==> config.mk <==
export PLATFORM = sky130hd
export DESIGN_NAME = endpoint_top
export DESIGN_NICKNAME = d
export VERILOG_FILES = /design/src/logic/endpoint_pkg.sv /design/src/logic/sync_fifo.sv /design/src/logic/endpoint_regs.sv /design/src/logic/tx_fsm.sv /design/src/logic/rx_fsm.sv /design/src/logic/endpoint_top.sv
export SDC_FILE = /design/constraint.sdc
export NUM_CORES = 1
export LEC_CHECK = 0
export BUFFER_PORTS_ARGS = -buffer_cell sky130_fd_sc_hd__buf_2
export CELL_PAD_IN_SITES_DETAIL_PLACEMENT = 1
export CELL_PAD_IN_SITES_GLOBAL_PLACEMENT = 1
export CORE_ASPECT_RATIO = 1.75
export CORE_UTILIZATION = 54
export DETAILED_ROUTE_END_ITERATION = 7
export GPL_ROUTABILITY_DRIVEN = 1
export HOLD_SLACK_MARGIN = 0.15
export PLACE_DENSITY_LB_ADDON = 0.1
export SLEW_MARGIN = 0
export SYNTH_ARGS = -nofsm -noshare
export SYNTH_HDL_FRONTEND = slang
export SYNTH_SLANG_ARGS = --single-unit
==> constraint.sdc <==
create_clock -name clk -period 6.8 [get_ports clk]
set_clock_uncertainty 0.05 [all_clocks]
set_input_delay 0 -clock clk [delete_from_list [all_inputs] [get_ports clk]]
set_output_delay 0 -clock clk [all_outputs]
set_load 0.02 [all_outputs]
==> src/logic/endpoint_pkg.sv <==
package endpoint_pkg;

    // Basic scalar types
    typedef logic [31:0] word_t;
    typedef logic [3:0]  node_id_t;
    typedef logic [7:0]  msg_len_t;

    // Transmit FIFO level as seen by the send check, wide enough for any length
    typedef logic [$bits(msg_len_t):0] tx_level_t;

    // One link flit, the same format in both directions
    typedef struct packed {
        logic  valid;
        word_t data;
    } flit_t;

    // Layout of the data word of a header flit
    typedef struct packed {
        node_id_t    dest;
        node_id_t    src;
        msg_len_t    length;
        logic [15:0] reserved;
    } header_t;

    typedef struct packed {
        logic [15:0] addr;
        logic        wen;
        logic        ren;
        word_t       wdata;
    } bus_req_t;

    typedef struct packed {
        word_t rdata;
        logic  error;
    } bus_rsp_t;

    // Per-packet receive record, bit order matches the request read word
    typedef struct packed {
        node_id_t src;
        msg_len_t length;
        logic     overflow;
    } rx_meta_t;

    // Message table entry and send command
    typedef struct packed {
        node_id_t dest;
        msg_len_t length;
    } msg_cfg_t;

    // Address map
    localparam logic [15:0] NODE_ID_ADDR   = 16'h1000;
    localparam logic [15:0] SEND_ADDR      = 16'h1004;
    localparam logic [15:0] MSG_TABLE_ADDR = 16'h1100;
    localparam logic [15:0] TX_WIN_START   = 16'h2000;
    localparam logic [15:0] TX_WIN_END     = 16'h21FC;
    localparam logic [15:0] RX_WIN_START   = 16'h3000;
    localparam logic [15:0] RX_WIN_END     = 16'h31FC;
    localparam logic [15:0] REQ_FIFO_ADDR  = 16'h3400;
    localparam logic [15:0] STATUS_ADDR    = 16'h3500;

    // Read data returned with an error response
    localparam word_t BAD_DATA = 32'hBAD1BAD1;

endpackage

==> src/logic/sync_fifo.sv <==
`timescale 1ns/1ps

module sync_fifo #(
    parameter int  DEPTH = 8,
    parameter type T     = logic [31:0]
) (
    input  logic                         clk,
    input  logic                         reset,
    input  logic                         push,
    input  T                             push_data,
    input  logic                         pop,
    output T                             pop_data,
    output logic                         full,
    output logic                         empty,
    output logic [$clog2(DEPTH+1)-1:0]   count
);
    localparam int PTR_W = (DEPTH > 1) ? $clog2(DEPTH) : 1;
    localparam int CNT_W = $clog2(DEPTH + 1);
    localparam logic [CNT_W-1:0] FULL_COUNT = CNT_W'(DEPTH);
    localparam logic [PTR_W-1:0] LAST_PTR   = PTR_W'(DEPTH - 1);

    T                 mem [DEPTH];
    logic [PTR_W-1:0] wr_ptr;
    logic [PTR_W-1:0] rd_ptr;
    logic             do_push;
    logic             do_pop;

    // Pointers wrap explicitly so DEPTH need not be a power of two
    function automatic logic [PTR_W-1:0] next_ptr(input logic [PTR_W-1:0] ptr);
        if (ptr == LAST_PTR) begin
            return '0;
        end
        return ptr + 1'b1;
    endfunction

    assign full    = (count == FULL_COUNT);
    assign empty   = (count == '0);
    assign do_push = push && !full;
    assign do_pop  = pop && !empty;

    // Show-ahead read of the head entry
    assign pop_data = mem[rd_ptr];

    always_ff @(posedge clk) begin
        if (do_push) begin
            mem[wr_ptr] <= push_data;
        end
    end

    always_ff @(posedge clk) begin
        if (reset) begin
            wr_ptr <= '0;
            rd_ptr <= '0;
            count  <= '0;
        end else begin
            if (do_push) begin
                wr_ptr <= next_ptr(wr_ptr);
            end
            if (do_pop) begin
                rd_ptr <= next_ptr(rd_ptr);
            end
            case ({do_push, do_pop})
                2'b10:   count <= count + 1'b1;
                2'b01:   count <= count - 1'b1;
                default: count <= count;
            endcase
        end
    end

endmodule

==> src/logic/endpoint_regs.sv <==
`timescale 1ns/1ps

module endpoint_regs #(
    parameter int NUM_MSGS = 4
) (
    input  logic                   clk,
    input  logic                   reset,
    input  endpoint_pkg::bus_req_t bus,
    output endpoint_pkg::bus_rsp_t bus_rsp,
    output endpoint_pkg::node_id_t node_id,
    output logic                   tx_start,
    output endpoint_pkg::msg_cfg_t tx_cmd,
    input  logic                   tx_busy,
    output logic                   tx_push,
    input  logic                   tx_full,
    input  endpoint_pkg::tx_level_t tx_count,
    output logic                   rx_pop,
    input  endpoint_pkg::word_t    rx_data,
    input  logic                   rx_empty,
    output logic                   meta_pop,
    input  endpoint_pkg::rx_meta_t meta_data,
    input  logic                   meta_empty
);
    import endpoint_pkg::*;

    localparam int IDX_W = (NUM_MSGS > 1) ? $clog2(NUM_MSGS) : 1;
    localparam logic [15:0] MSG_TABLE_END = MSG_TABLE_ADDR + 16'(4 * NUM_MSGS);

    msg_cfg_t          msg_table [NUM_MSGS];
    logic [IDX_W-1:0]  send_idx;
    logic [IDX_W-1:0]  table_idx;
    logic [15:0]       table_off;
    msg_cfg_t          send_entry;
    logic              send_bad;
    logic              send_ok;
    logic              node_we;
    logic              table_we;
    logic              any_strobe;

    assign any_strobe = bus.wen || bus.ren;

    // Send index comes from the write data, table index from the word address
    assign send_idx   = bus.wdata[IDX_W-1:0];
    assign send_entry = msg_table[send_idx];
    assign table_off  = bus.addr - MSG_TABLE_ADDR;
    assign table_idx  = table_off[IDX_W+1:2];

    // A pending tx_start counts as busy, the engine has not raised tx_busy yet
    assign send_bad = (bus.wdata >= word_t'(NUM_MSGS))
                   || (tx_count < tx_level_t'(send_entry.length))
                   || tx_busy
                   || tx_start;

    always_comb begin
        bus_rsp  = '0;
        tx_push  = 1'b0;
        rx_pop   = 1'b0;
        meta_pop = 1'b0;
        send_ok  = 1'b0;
        node_we  = 1'b0;
        table_we = 1'b0;

        if (any_strobe) begin
            if (bus.addr == NODE_ID_ADDR) begin
                node_we       = bus.wen;
                bus_rsp.rdata = word_t'(node_id);
            end else if (bus.addr == SEND_ADDR) begin
                // Write only
                if (bus.ren || send_bad) begin
                    bus_rsp.error = 1'b1;
                end else begin
                    send_ok = 1'b1;
                end
            end else if (bus.addr >= MSG_TABLE_ADDR && bus.addr < MSG_TABLE_END) begin
                table_we      = bus.wen;
                bus_rsp.rdata = word_t'(msg_table[table_idx]);
            end else if (bus.addr >= TX_WIN_START && bus.addr <= TX_WIN_END) begin
                if (bus.ren || tx_full) begin
                    bus_rsp.error = 1'b1;
                end else begin
                    tx_push = 1'b1;
                end
            end else if (bus.addr >= RX_WIN_START && bus.addr <= RX_WIN_END) begin
                if (bus.wen || rx_empty) begin
                    bus_rsp.error = 1'b1;
                end else begin
                    rx_pop        = 1'b1;
                    bus_rsp.rdata = rx_data;
                end
            end else if (bus.addr == REQ_FIFO_ADDR) begin
                if (bus.wen || meta_empty) begin
                    bus_rsp.error = 1'b1;
                end else begin
                    meta_pop      = 1'b1;
                    bus_rsp.rdata = word_t'(meta_data);
                end
            end else if (bus.addr == STATUS_ADDR) begin
                // Read only
                bus_rsp.error = bus.wen;
                bus_rsp.rdata = {29'd0, tx_busy, meta_empty, rx_empty};
            end else begin
                bus_rsp.error = 1'b1;
            end
        end

        if (bus_rsp.error) begin
            bus_rsp.rdata = BAD_DATA;
        end
    end

    always_ff @(posedge clk) begin
        if (reset) begin
            node_id   <= '0;
            tx_start  <= 1'b0;
            msg_table <= '{default: '0};
        end else begin
            tx_start <= send_ok;
            if (node_we) begin
                node_id <= bus.wdata[3:0];
            end
            if (table_we) begin
                msg_table[table_idx] <= msg_cfg_t'(bus.wdata[11:0]);
            end
        end
    end

    // Command is captured with the trigger and held for the engine
    always_ff @(posedge clk) begin
        if (send_ok) begin
            tx_cmd <= send_entry;
        end
    end

endmodule

==> src/logic/tx_fsm.sv <==
`timescale 1ns/1ps

module tx_fsm (
    input  logic                   clk,
    input  logic                   reset,
    input  logic                   tx_start,
    input  endpoint_pkg::msg_cfg_t tx_cmd,
    input  endpoint_pkg::node_id_t node_id,
    output logic                   tx_busy,
    output logic                   tx_pop,
    input  endpoint_pkg::word_t    tx_data,
    output endpoint_pkg::flit_t    link_out
);
    import endpoint_pkg::*;

    typedef enum logic [1:0] {
        TX_IDLE,
        TX_HEADER,
        TX_PAYLOAD
    } tx_state_t;

    tx_state_t state;
    msg_cfg_t  cmd_q;
    msg_len_t  remaining;
    header_t   hdr;

    always_comb begin
        hdr.dest     = cmd_q.dest;
        hdr.src      = node_id;
        hdr.length   = cmd_q.length;
        hdr.reserved = '0;
    end

    assign tx_busy = (state != TX_IDLE);

    // Every payload cycle consumes the FIFO head
    assign tx_pop = (state == TX_PAYLOAD);

    always_comb begin
        link_out = '0;
        case (state)
            TX_HEADER: begin
                link_out.valid = 1'b1;
                link_out.data  = word_t'(hdr);
            end
            TX_PAYLOAD: begin
                link_out.valid = 1'b1;
                link_out.data  = tx_data;
            end
            default: begin
                link_out = '0;
            end
        endcase
    end

    always_ff @(posedge clk) begin
        if (reset) begin
            state     <= TX_IDLE;
            remaining <= '0;
        end else begin
            case (state)
                TX_IDLE: begin
                    if (tx_start) begin
                        state <= TX_HEADER;
                    end
                end
                TX_HEADER: begin
                    remaining <= cmd_q.length;
                    // Header-only message
                    state <= (cmd_q.length == '0) ? TX_IDLE : TX_PAYLOAD;
                end
                TX_PAYLOAD: begin
                    remaining <= remaining - 1'b1;
                    if (remaining == msg_len_t'(1)) begin
                        state <= TX_IDLE;
                    end
                end
                default: begin
                    state <= TX_IDLE;
                end
            endcase
        end
    end

    always_ff @(posedge clk) begin
        if (state == TX_IDLE && tx_start) begin
            cmd_q <= tx_cmd;
        end
    end

endmodule

==> src/logic/rx_fsm.sv <==
`timescale 1ns/1ps

module rx_fsm (
    input  logic                   clk,
    input  logic                   reset,
    input  endpoint_pkg::flit_t    link_in,
    input  endpoint_pkg::node_id_t node_id,
    output logic                   rx_push,
    output endpoint_pkg::word_t    rx_push_data,
    input  logic                   rx_full,
    output logic                   meta_push,
    output endpoint_pkg::rx_meta_t meta_push_data,
    input  logic                   meta_full,
    output logic                   packet_recv
);
    import endpoint_pkg::*;

    typedef enum logic [1:0] {
        RX_IDLE,
        RX_ACCEPT,
        RX_DISCARD
    } rx_state_t;

    rx_state_t state;
    msg_len_t  remaining;
    node_id_t  src_q;
    msg_len_t  len_q;
    logic      ovf_q;
    header_t   hdr;
    logic      for_us;
    logic      last_word;

    assign hdr       = header_t'(link_in.data);
    assign for_us    = (hdr.dest == node_id);
    assign last_word = (remaining == msg_len_t'(1));

    assign rx_push_data = link_in.data;

    always_comb begin
        rx_push                 = 1'b0;
        meta_push               = 1'b0;
        meta_push_data.src      = src_q;
        meta_push_data.length   = len_q;
        meta_push_data.overflow = ovf_q || rx_full;
        case (state)
            RX_IDLE: begin
                // Zero-length packet ends on its header
                if (link_in.valid && for_us && hdr.length == '0) begin
                    meta_push               = !meta_full;
                    meta_push_data.src      = hdr.src;
                    meta_push_data.length   = hdr.length;
                    meta_push_data.overflow = 1'b0;
                end
            end
            RX_ACCEPT: begin
                if (link_in.valid) begin
                    // Words that find the FIFO full are dropped
                    rx_push   = !rx_full;
                    meta_push = last_word && !meta_full;
                end
            end
            default: begin
                rx_push   = 1'b0;
                meta_push = 1'b0;
            end
        endcase
    end

    always_ff @(posedge clk) begin
        if (reset) begin
            state       <= RX_IDLE;
            remaining   <= '0;
            ovf_q       <= 1'b0;
            packet_recv <= 1'b0;
        end else begin
            packet_recv <= meta_push;
            if (link_in.valid) begin
                case (state)
                    RX_IDLE: begin
                        remaining <= hdr.length;
                        ovf_q     <= 1'b0;
                        if (hdr.length != '0) begin
                            state <= for_us ? RX_ACCEPT : RX_DISCARD;
                        end
                    end
                    RX_ACCEPT: begin
                        remaining <= remaining - 1'b1;
                        ovf_q     <= ovf_q || rx_full;
                        if (last_word) begin
                            state <= RX_IDLE;
                        end
                    end
                    RX_DISCARD: begin
                        remaining <= remaining - 1'b1;
                        if (last_word) begin
                            state <= RX_IDLE;
                        end
                    end
                    default: begin
                        state <= RX_IDLE;
                    end
                endcase
            end
        end
    end

    // Header fields kept for the metadata record
    always_ff @(posedge clk) begin
        if (state == RX_IDLE && link_in.valid) begin
            src_q <= hdr.src;
            len_q <= hdr.length;
        end
    end

endmodule

==> src/logic/endpoint_top.sv <==
`timescale 1ns/1ps

module endpoint_top #(
    parameter int NUM_MSGS  = 4,
    parameter int TX_DEPTH  = 16,
    parameter int RX_DEPTH  = 8,
    parameter int REQ_DEPTH = 4
) (
    input  logic                   clk,
    input  logic                   reset,
    input  endpoint_pkg::bus_req_t bus,
    output endpoint_pkg::bus_rsp_t bus_rsp,
    output endpoint_pkg::flit_t    link_out,
    input  endpoint_pkg::flit_t    link_in,
    output logic                   packet_recv
);
    import endpoint_pkg::*;

    node_id_t node_id;
    msg_cfg_t tx_cmd;
    logic     tx_start;
    logic     tx_busy;

    // Transmit FIFO
    logic                            tx_push;
    logic                            tx_pop;
    logic                            tx_full;
    word_t                           tx_data;
    logic [$clog2(TX_DEPTH+1)-1:0]   tx_count;

    // Receive FIFO
    logic  rx_push;
    logic  rx_pop;
    logic  rx_full;
    logic  rx_empty;
    word_t rx_push_data;
    word_t rx_data;

    // Request FIFO
    logic     meta_push;
    logic     meta_pop;
    logic     meta_full;
    logic     meta_empty;
    rx_meta_t meta_push_data;
    rx_meta_t meta_data;

    endpoint_regs #(
        .NUM_MSGS(NUM_MSGS)
    ) regs_i (
        .clk(clk),
        .reset(reset),
        .bus(bus),
        .bus_rsp(bus_rsp),
        .node_id(node_id),
        .tx_start(tx_start),
        .tx_cmd(tx_cmd),
        .tx_busy(tx_busy),
        .tx_push(tx_push),
        .tx_full(tx_full),
        .tx_count(tx_level_t'(tx_count)),
        .rx_pop(rx_pop),
        .rx_data(rx_data),
        .rx_empty(rx_empty),
        .meta_pop(meta_pop),
        .meta_data(meta_data),
        .meta_empty(meta_empty)
    );

    tx_fsm tx_fsm_i (
        .clk(clk),
        .reset(reset),
        .tx_start(tx_start),
        .tx_cmd(tx_cmd),
        .node_id(node_id),
        .tx_busy(tx_busy),
        .tx_pop(tx_pop),
        .tx_data(tx_data),
        .link_out(link_out)
    );

    rx_fsm rx_fsm_i (
        .clk(clk),
        .reset(reset),
        .link_in(link_in),
        .node_id(node_id),
        .rx_push(rx_push),
        .rx_push_data(rx_push_data),
        .rx_full(rx_full),
        .meta_push(meta_push),
        .meta_push_data(meta_push_data),
        .meta_full(meta_full),
        .packet_recv(packet_recv)
    );

    // Outgoing payload, filled straight from bus write data
    sync_fifo #(
        .DEPTH(TX_DEPTH),
        .T(word_t)
    ) tx_fifo (
        .clk(clk),
        .reset(reset),
        .push(tx_push),
        .push_data(bus.wdata),
        .pop(tx_pop),
        .pop_data(tx_data),
        .full(tx_full),
        .empty(),
        .count(tx_count)
    );

    sync_fifo #(
        .DEPTH(RX_DEPTH),
        .T(word_t)
    ) rx_fifo (
        .clk(clk),
        .reset(reset),
        .push(rx_push),
        .push_data(rx_push_data),
        .pop(rx_pop),
        .pop_data(rx_data),
        .full(rx_full),
        .empty(rx_empty),
        .count()
    );

    sync_fifo #(
        .DEPTH(REQ_DEPTH),
        .T(rx_meta_t)
    ) req_fifo (
        .clk(clk),
        .reset(reset),
        .push(meta_push),
        .push_data(meta_push_data),
        .pop(meta_pop),
        .pop_data(meta_data),
        .full(meta_full),
        .empty(meta_empty),
        .count()
    );

endmodule

==> impl_metrics.toml <==
[detailed_routing]
wl_per_cell_um = 30.28
met1_length_mm = 36.50
routed-wl-met3_mm = 4.598
drc_errors = 0
topRoutingLayerUsed = "met5"
ant_nets = 0
drt_iter0_drc = 1474
wl_met2_mm = 56.68
via_count = 20910
dr.pass1.iters = 7
viasPerCell = 6.260
wl_mm = 101.2

[run]
maxCapViolCount = 0

[critical_path]
critPathMaxFanout = 24
crit_chain = "dlygate4sd3_1 > buf_2 > nor4_2 > dlygate4sd3_1 > nand4_1 > and2_0 > nand2_1 > inv_1 > ha_1 > xor2_1 > ha_1 > a21oi_1 > xor2_1 > or3_1 > a21oi_1"
crit_family = "simple AND/OR/NAND/NOR gates"
worst-path-buf-inv = 4
r2r_end = "tx_fifo.count[4]$_SDFFE_PP0P_"
worstPathRequired_ps = 7320
critPathSlowestCell = "nand2_1"
r2r_slack_ps = 2570
r2r_cells = 13
timing.rr.start = "tx_fsm_i.state[0]$_SDFFE_PP0P_"
cp.depth = 15
end_kind = "flop"
slowest_delay_ps = 810
crit_type = "primary input to flop"
crit_arrival_ps = 5130
start_kind = "primary input"

[global_route]
grt_pass1_vias = 22930
grt_overflow = 0
grt_pass1_wl_mm = 148.5
antenna_found_initial = 1
grt_use_total_pct = 28.52
grt_start_max_net_pins = 93

[timing]
setup_violations = 0
relSlewSlack_pct = 30.48
fmax_ghz = 0.2172
rsz0062_at_grt = "false"
hold_viol = 0
tightest_slew_ps = 1043
hold_ws_ps = 186.4
fin_setup_tns_ps = 0
slew_violations = 0
layout_setup_ws_ps = 2196
period_minus_slack_ps = 4604
fin_crit_sh_pct = 67.71

[hold_path]
holdCritStartpoint = "bus[43]"
min_path_cells = 7
min_to = "regs_i.msg_table[42]$_SDFFE_PP0P_"
hold_path_class = "primary input to flop"

[floorplanning]
row_count = 129
start_util_pct = 54.78
core-area_um2 = 70860
die_x_um = 204.7
io_pins = 152
die_h_um = 356.7
die_area_um2 = 72990

[yosys]
syn_area_um2 = 38810
synth_enable_flop_cells = 856
ys_warn_count = 0
synth_cell_types = 66
netlist_instances = 2071
yosys-top-cells-area = "edfxtp_1 (66%), mux4_2 (15%), dfxtp_1 (5.9%)"
yosysSeqAreaShare_pct = 72.11
synth.top_cell.area_share_pct = 66.23
async_flop_share_pct = 0
syn_nets = 2192
synth_commonest_cells = "edfxtp_1 (856), mux4_2 (261), nand2_1 (144)"
yosysMostFrequentCell = "edfxtp_1"
syn_avg_cell_area_um2 = 18.74
synth.largest_area_cell = "edfxtp_1"
ys_seq_elements = 970
synthFlopType = "edfxtp_1"

[cts]
cts.sinks = 970
cts_root_buf = "clkbuf_16"
cts.htree.levels = 3
cts_tree = "done"
clk_latency_ps = 660
clk_pin_slew_ps = 70
cts_buffer_depth = 3
cts_setup_buffers = 0
cts_made_buffers = 85

[power_and_ir_drop]
power_frac_comb_pct = 2.3
clkPwrFrac_pct = 42.6
swShare_pct = 20.11
cellPowerDensity_nw_per_um2 = 263.5
seqPwrFrac_pct = 55.1
p_sw_uw = 2368
power.internal_uw = 9408
p_leak_uw = 0.01407
vdd_drop_max_v = 0.0003249

[layout]
nets = 2472
num_antenna_cells = 0
syn_to_final_growth_pct = 15.15
final_core_util_pct = 63.08
drive_gt1_share_pct = 26.44

[placement]
place_ws_ps = 2474
io_buffers = 151
place.gp.congestion = 0.8176
hpwl_mm = 60.60

[status]
status = "complete, no violations"
==> tightest hold or removal path: cells and delay by family <==
kind	cells	cell delay, ps
and+or+nand+nor	5	680
buffers and inverters	1	100
AOI/OAI and AO/OA	1	60
==> state kept, by name, summed over array words and instances (netlist names), 5 cells and up, named ones only <==
signal / flops
tx_fifo.mem: 512
rx_fifo.mem: 256
req_fifo.mem: 52
regs_i.msg_table: 48
regs_i.tx_cmd: 12
tx_fsm_i.cmd_q: 12
rx_fsm_i.len_q: 8
rx_fsm_i.remaining: 8
tx_fsm_i.remaining: 8
tx_fifo.count: 5
==> power by group through the flow <==
stage | combinational (uW) | clock [uW] | sequential, uW
2_1_floorplan | 88.1 | 0 | 6620
3_3_place_gp | 215 | 0 | 6620
3_5_place_dp | 228 | 0 | 6620
4_1_cts | 275 | 5090 | 6490
5_1_grt | 296 | 5270 | 6480
6_report | 277 | 5010 | 6490
==> cells by family (layout without fill, tap and decap cells) <==
kind of cell / count (synthesis) / in the layout / share of synthesized area (%)
DFF: 970 / 970 / 72.11
and+or+nand+nor: 389 / 389 / 5.019
muxes: 308 / 308 / 16.42
AOI/OAI and AO/OA: 205 / 205 / 3.340
buffers and inverters: 146 / 499 / 1.554
adders and majority gates: 36 / 36 / 1.180
xor gates and xnor gates: 17 / 17 / 0.3836
==> how the worst max path moves through the flow <==
stage	from	endpoint	slack (ps)
6_report	bus[39]	rx_fifo.count[2]$_SDFFE_PP0P_	2200
5_1_grt	bus[39]	rx_fifo.count[2]$_SDFFE_PP0P_	1820
4_1_cts	bus[39]	rx_fifo.count[2]$_SDFFE_PP0P_	2260
3_5_place_dp	tx_fsm_i.state[0]$_SDFFE_PP0P_	tx_fifo.count[4]$_SDFFE_PP0P_	2470
3_3_place_gp	tx_fsm_i.state[0]$_SDFFE_PP0P_	tx_fifo.count[4]$_SDFFE_PP0P_	2740
2_1_floorplan	rx_fifo.count[1]$_SDFFE_PP0P_	rx_fifo.mem[0][0]$_DFFE_PP_	1890
==> layout by cell type, fill, tap and decap left out, types with 18 or more instances in the layout <==
| cell | n |
|---|---|
| a21oi_1 | 92 |
| and2_1 | 18 |
| and3_1 | 19 |
| buf_2 | 150 |
| buf_4 | 39 |
| clkbuf_1 | 20 |
| clkbuf_16 | 90 |
| dfxtp_1 | 107 |
| dlygate4sd3_1 | 116 |
| edfxtp_1 | 856 |
| ha_1 | 33 |
| inv_1 | 32 |
| mux2_2 | 18 |
| mux2i_1 | 29 |
| mux4_2 | 261 |
| nand2_1 | 144 |
| nor2_1 | 77 |
| o21ai_0 | 37 |
==> layer usage <==
layer  global-route usage [%]  up-vias
li1                         -     8939
met1                    32.79    11150
met2                    53.59      653
met3                    3.444      175
met4                    10.81        2
met5                        0        -
==> final cells by class <==
class / count / area [um^2]
fill: 6012 / 26160
tap: 917 / 1147
inverter: 33 / 123.9
multi-input combinational: 955 / 10320
clock inverter: 48 / 523.0
sequential: 970 / 28000
clock buffer: 112 / 2355
timing repair buffer: 306 / 2225
==> per-stage QoR <==
stage / cell area [um^2] / cells / total power, uW
after floorplan: 38810 / 2071 / 6704
after global placement: 40650 / 3065 / 6830
after detailed placement: 40650 / 3065 / 6844
after CTS: 44690 / 3341 / 11850
after global routing: 44690 / 3341 / 12050
final: 44690 / 3341 / 11780
==> timing repair <==
item / in CTS / in global routing
resized for setup: 0 / 0
hold buffers: 116 / 0
hold endpoints to repair: 902 / 0
endpoints found under the setup margin: 0 / 0
(Power assumes the default switching activity.)
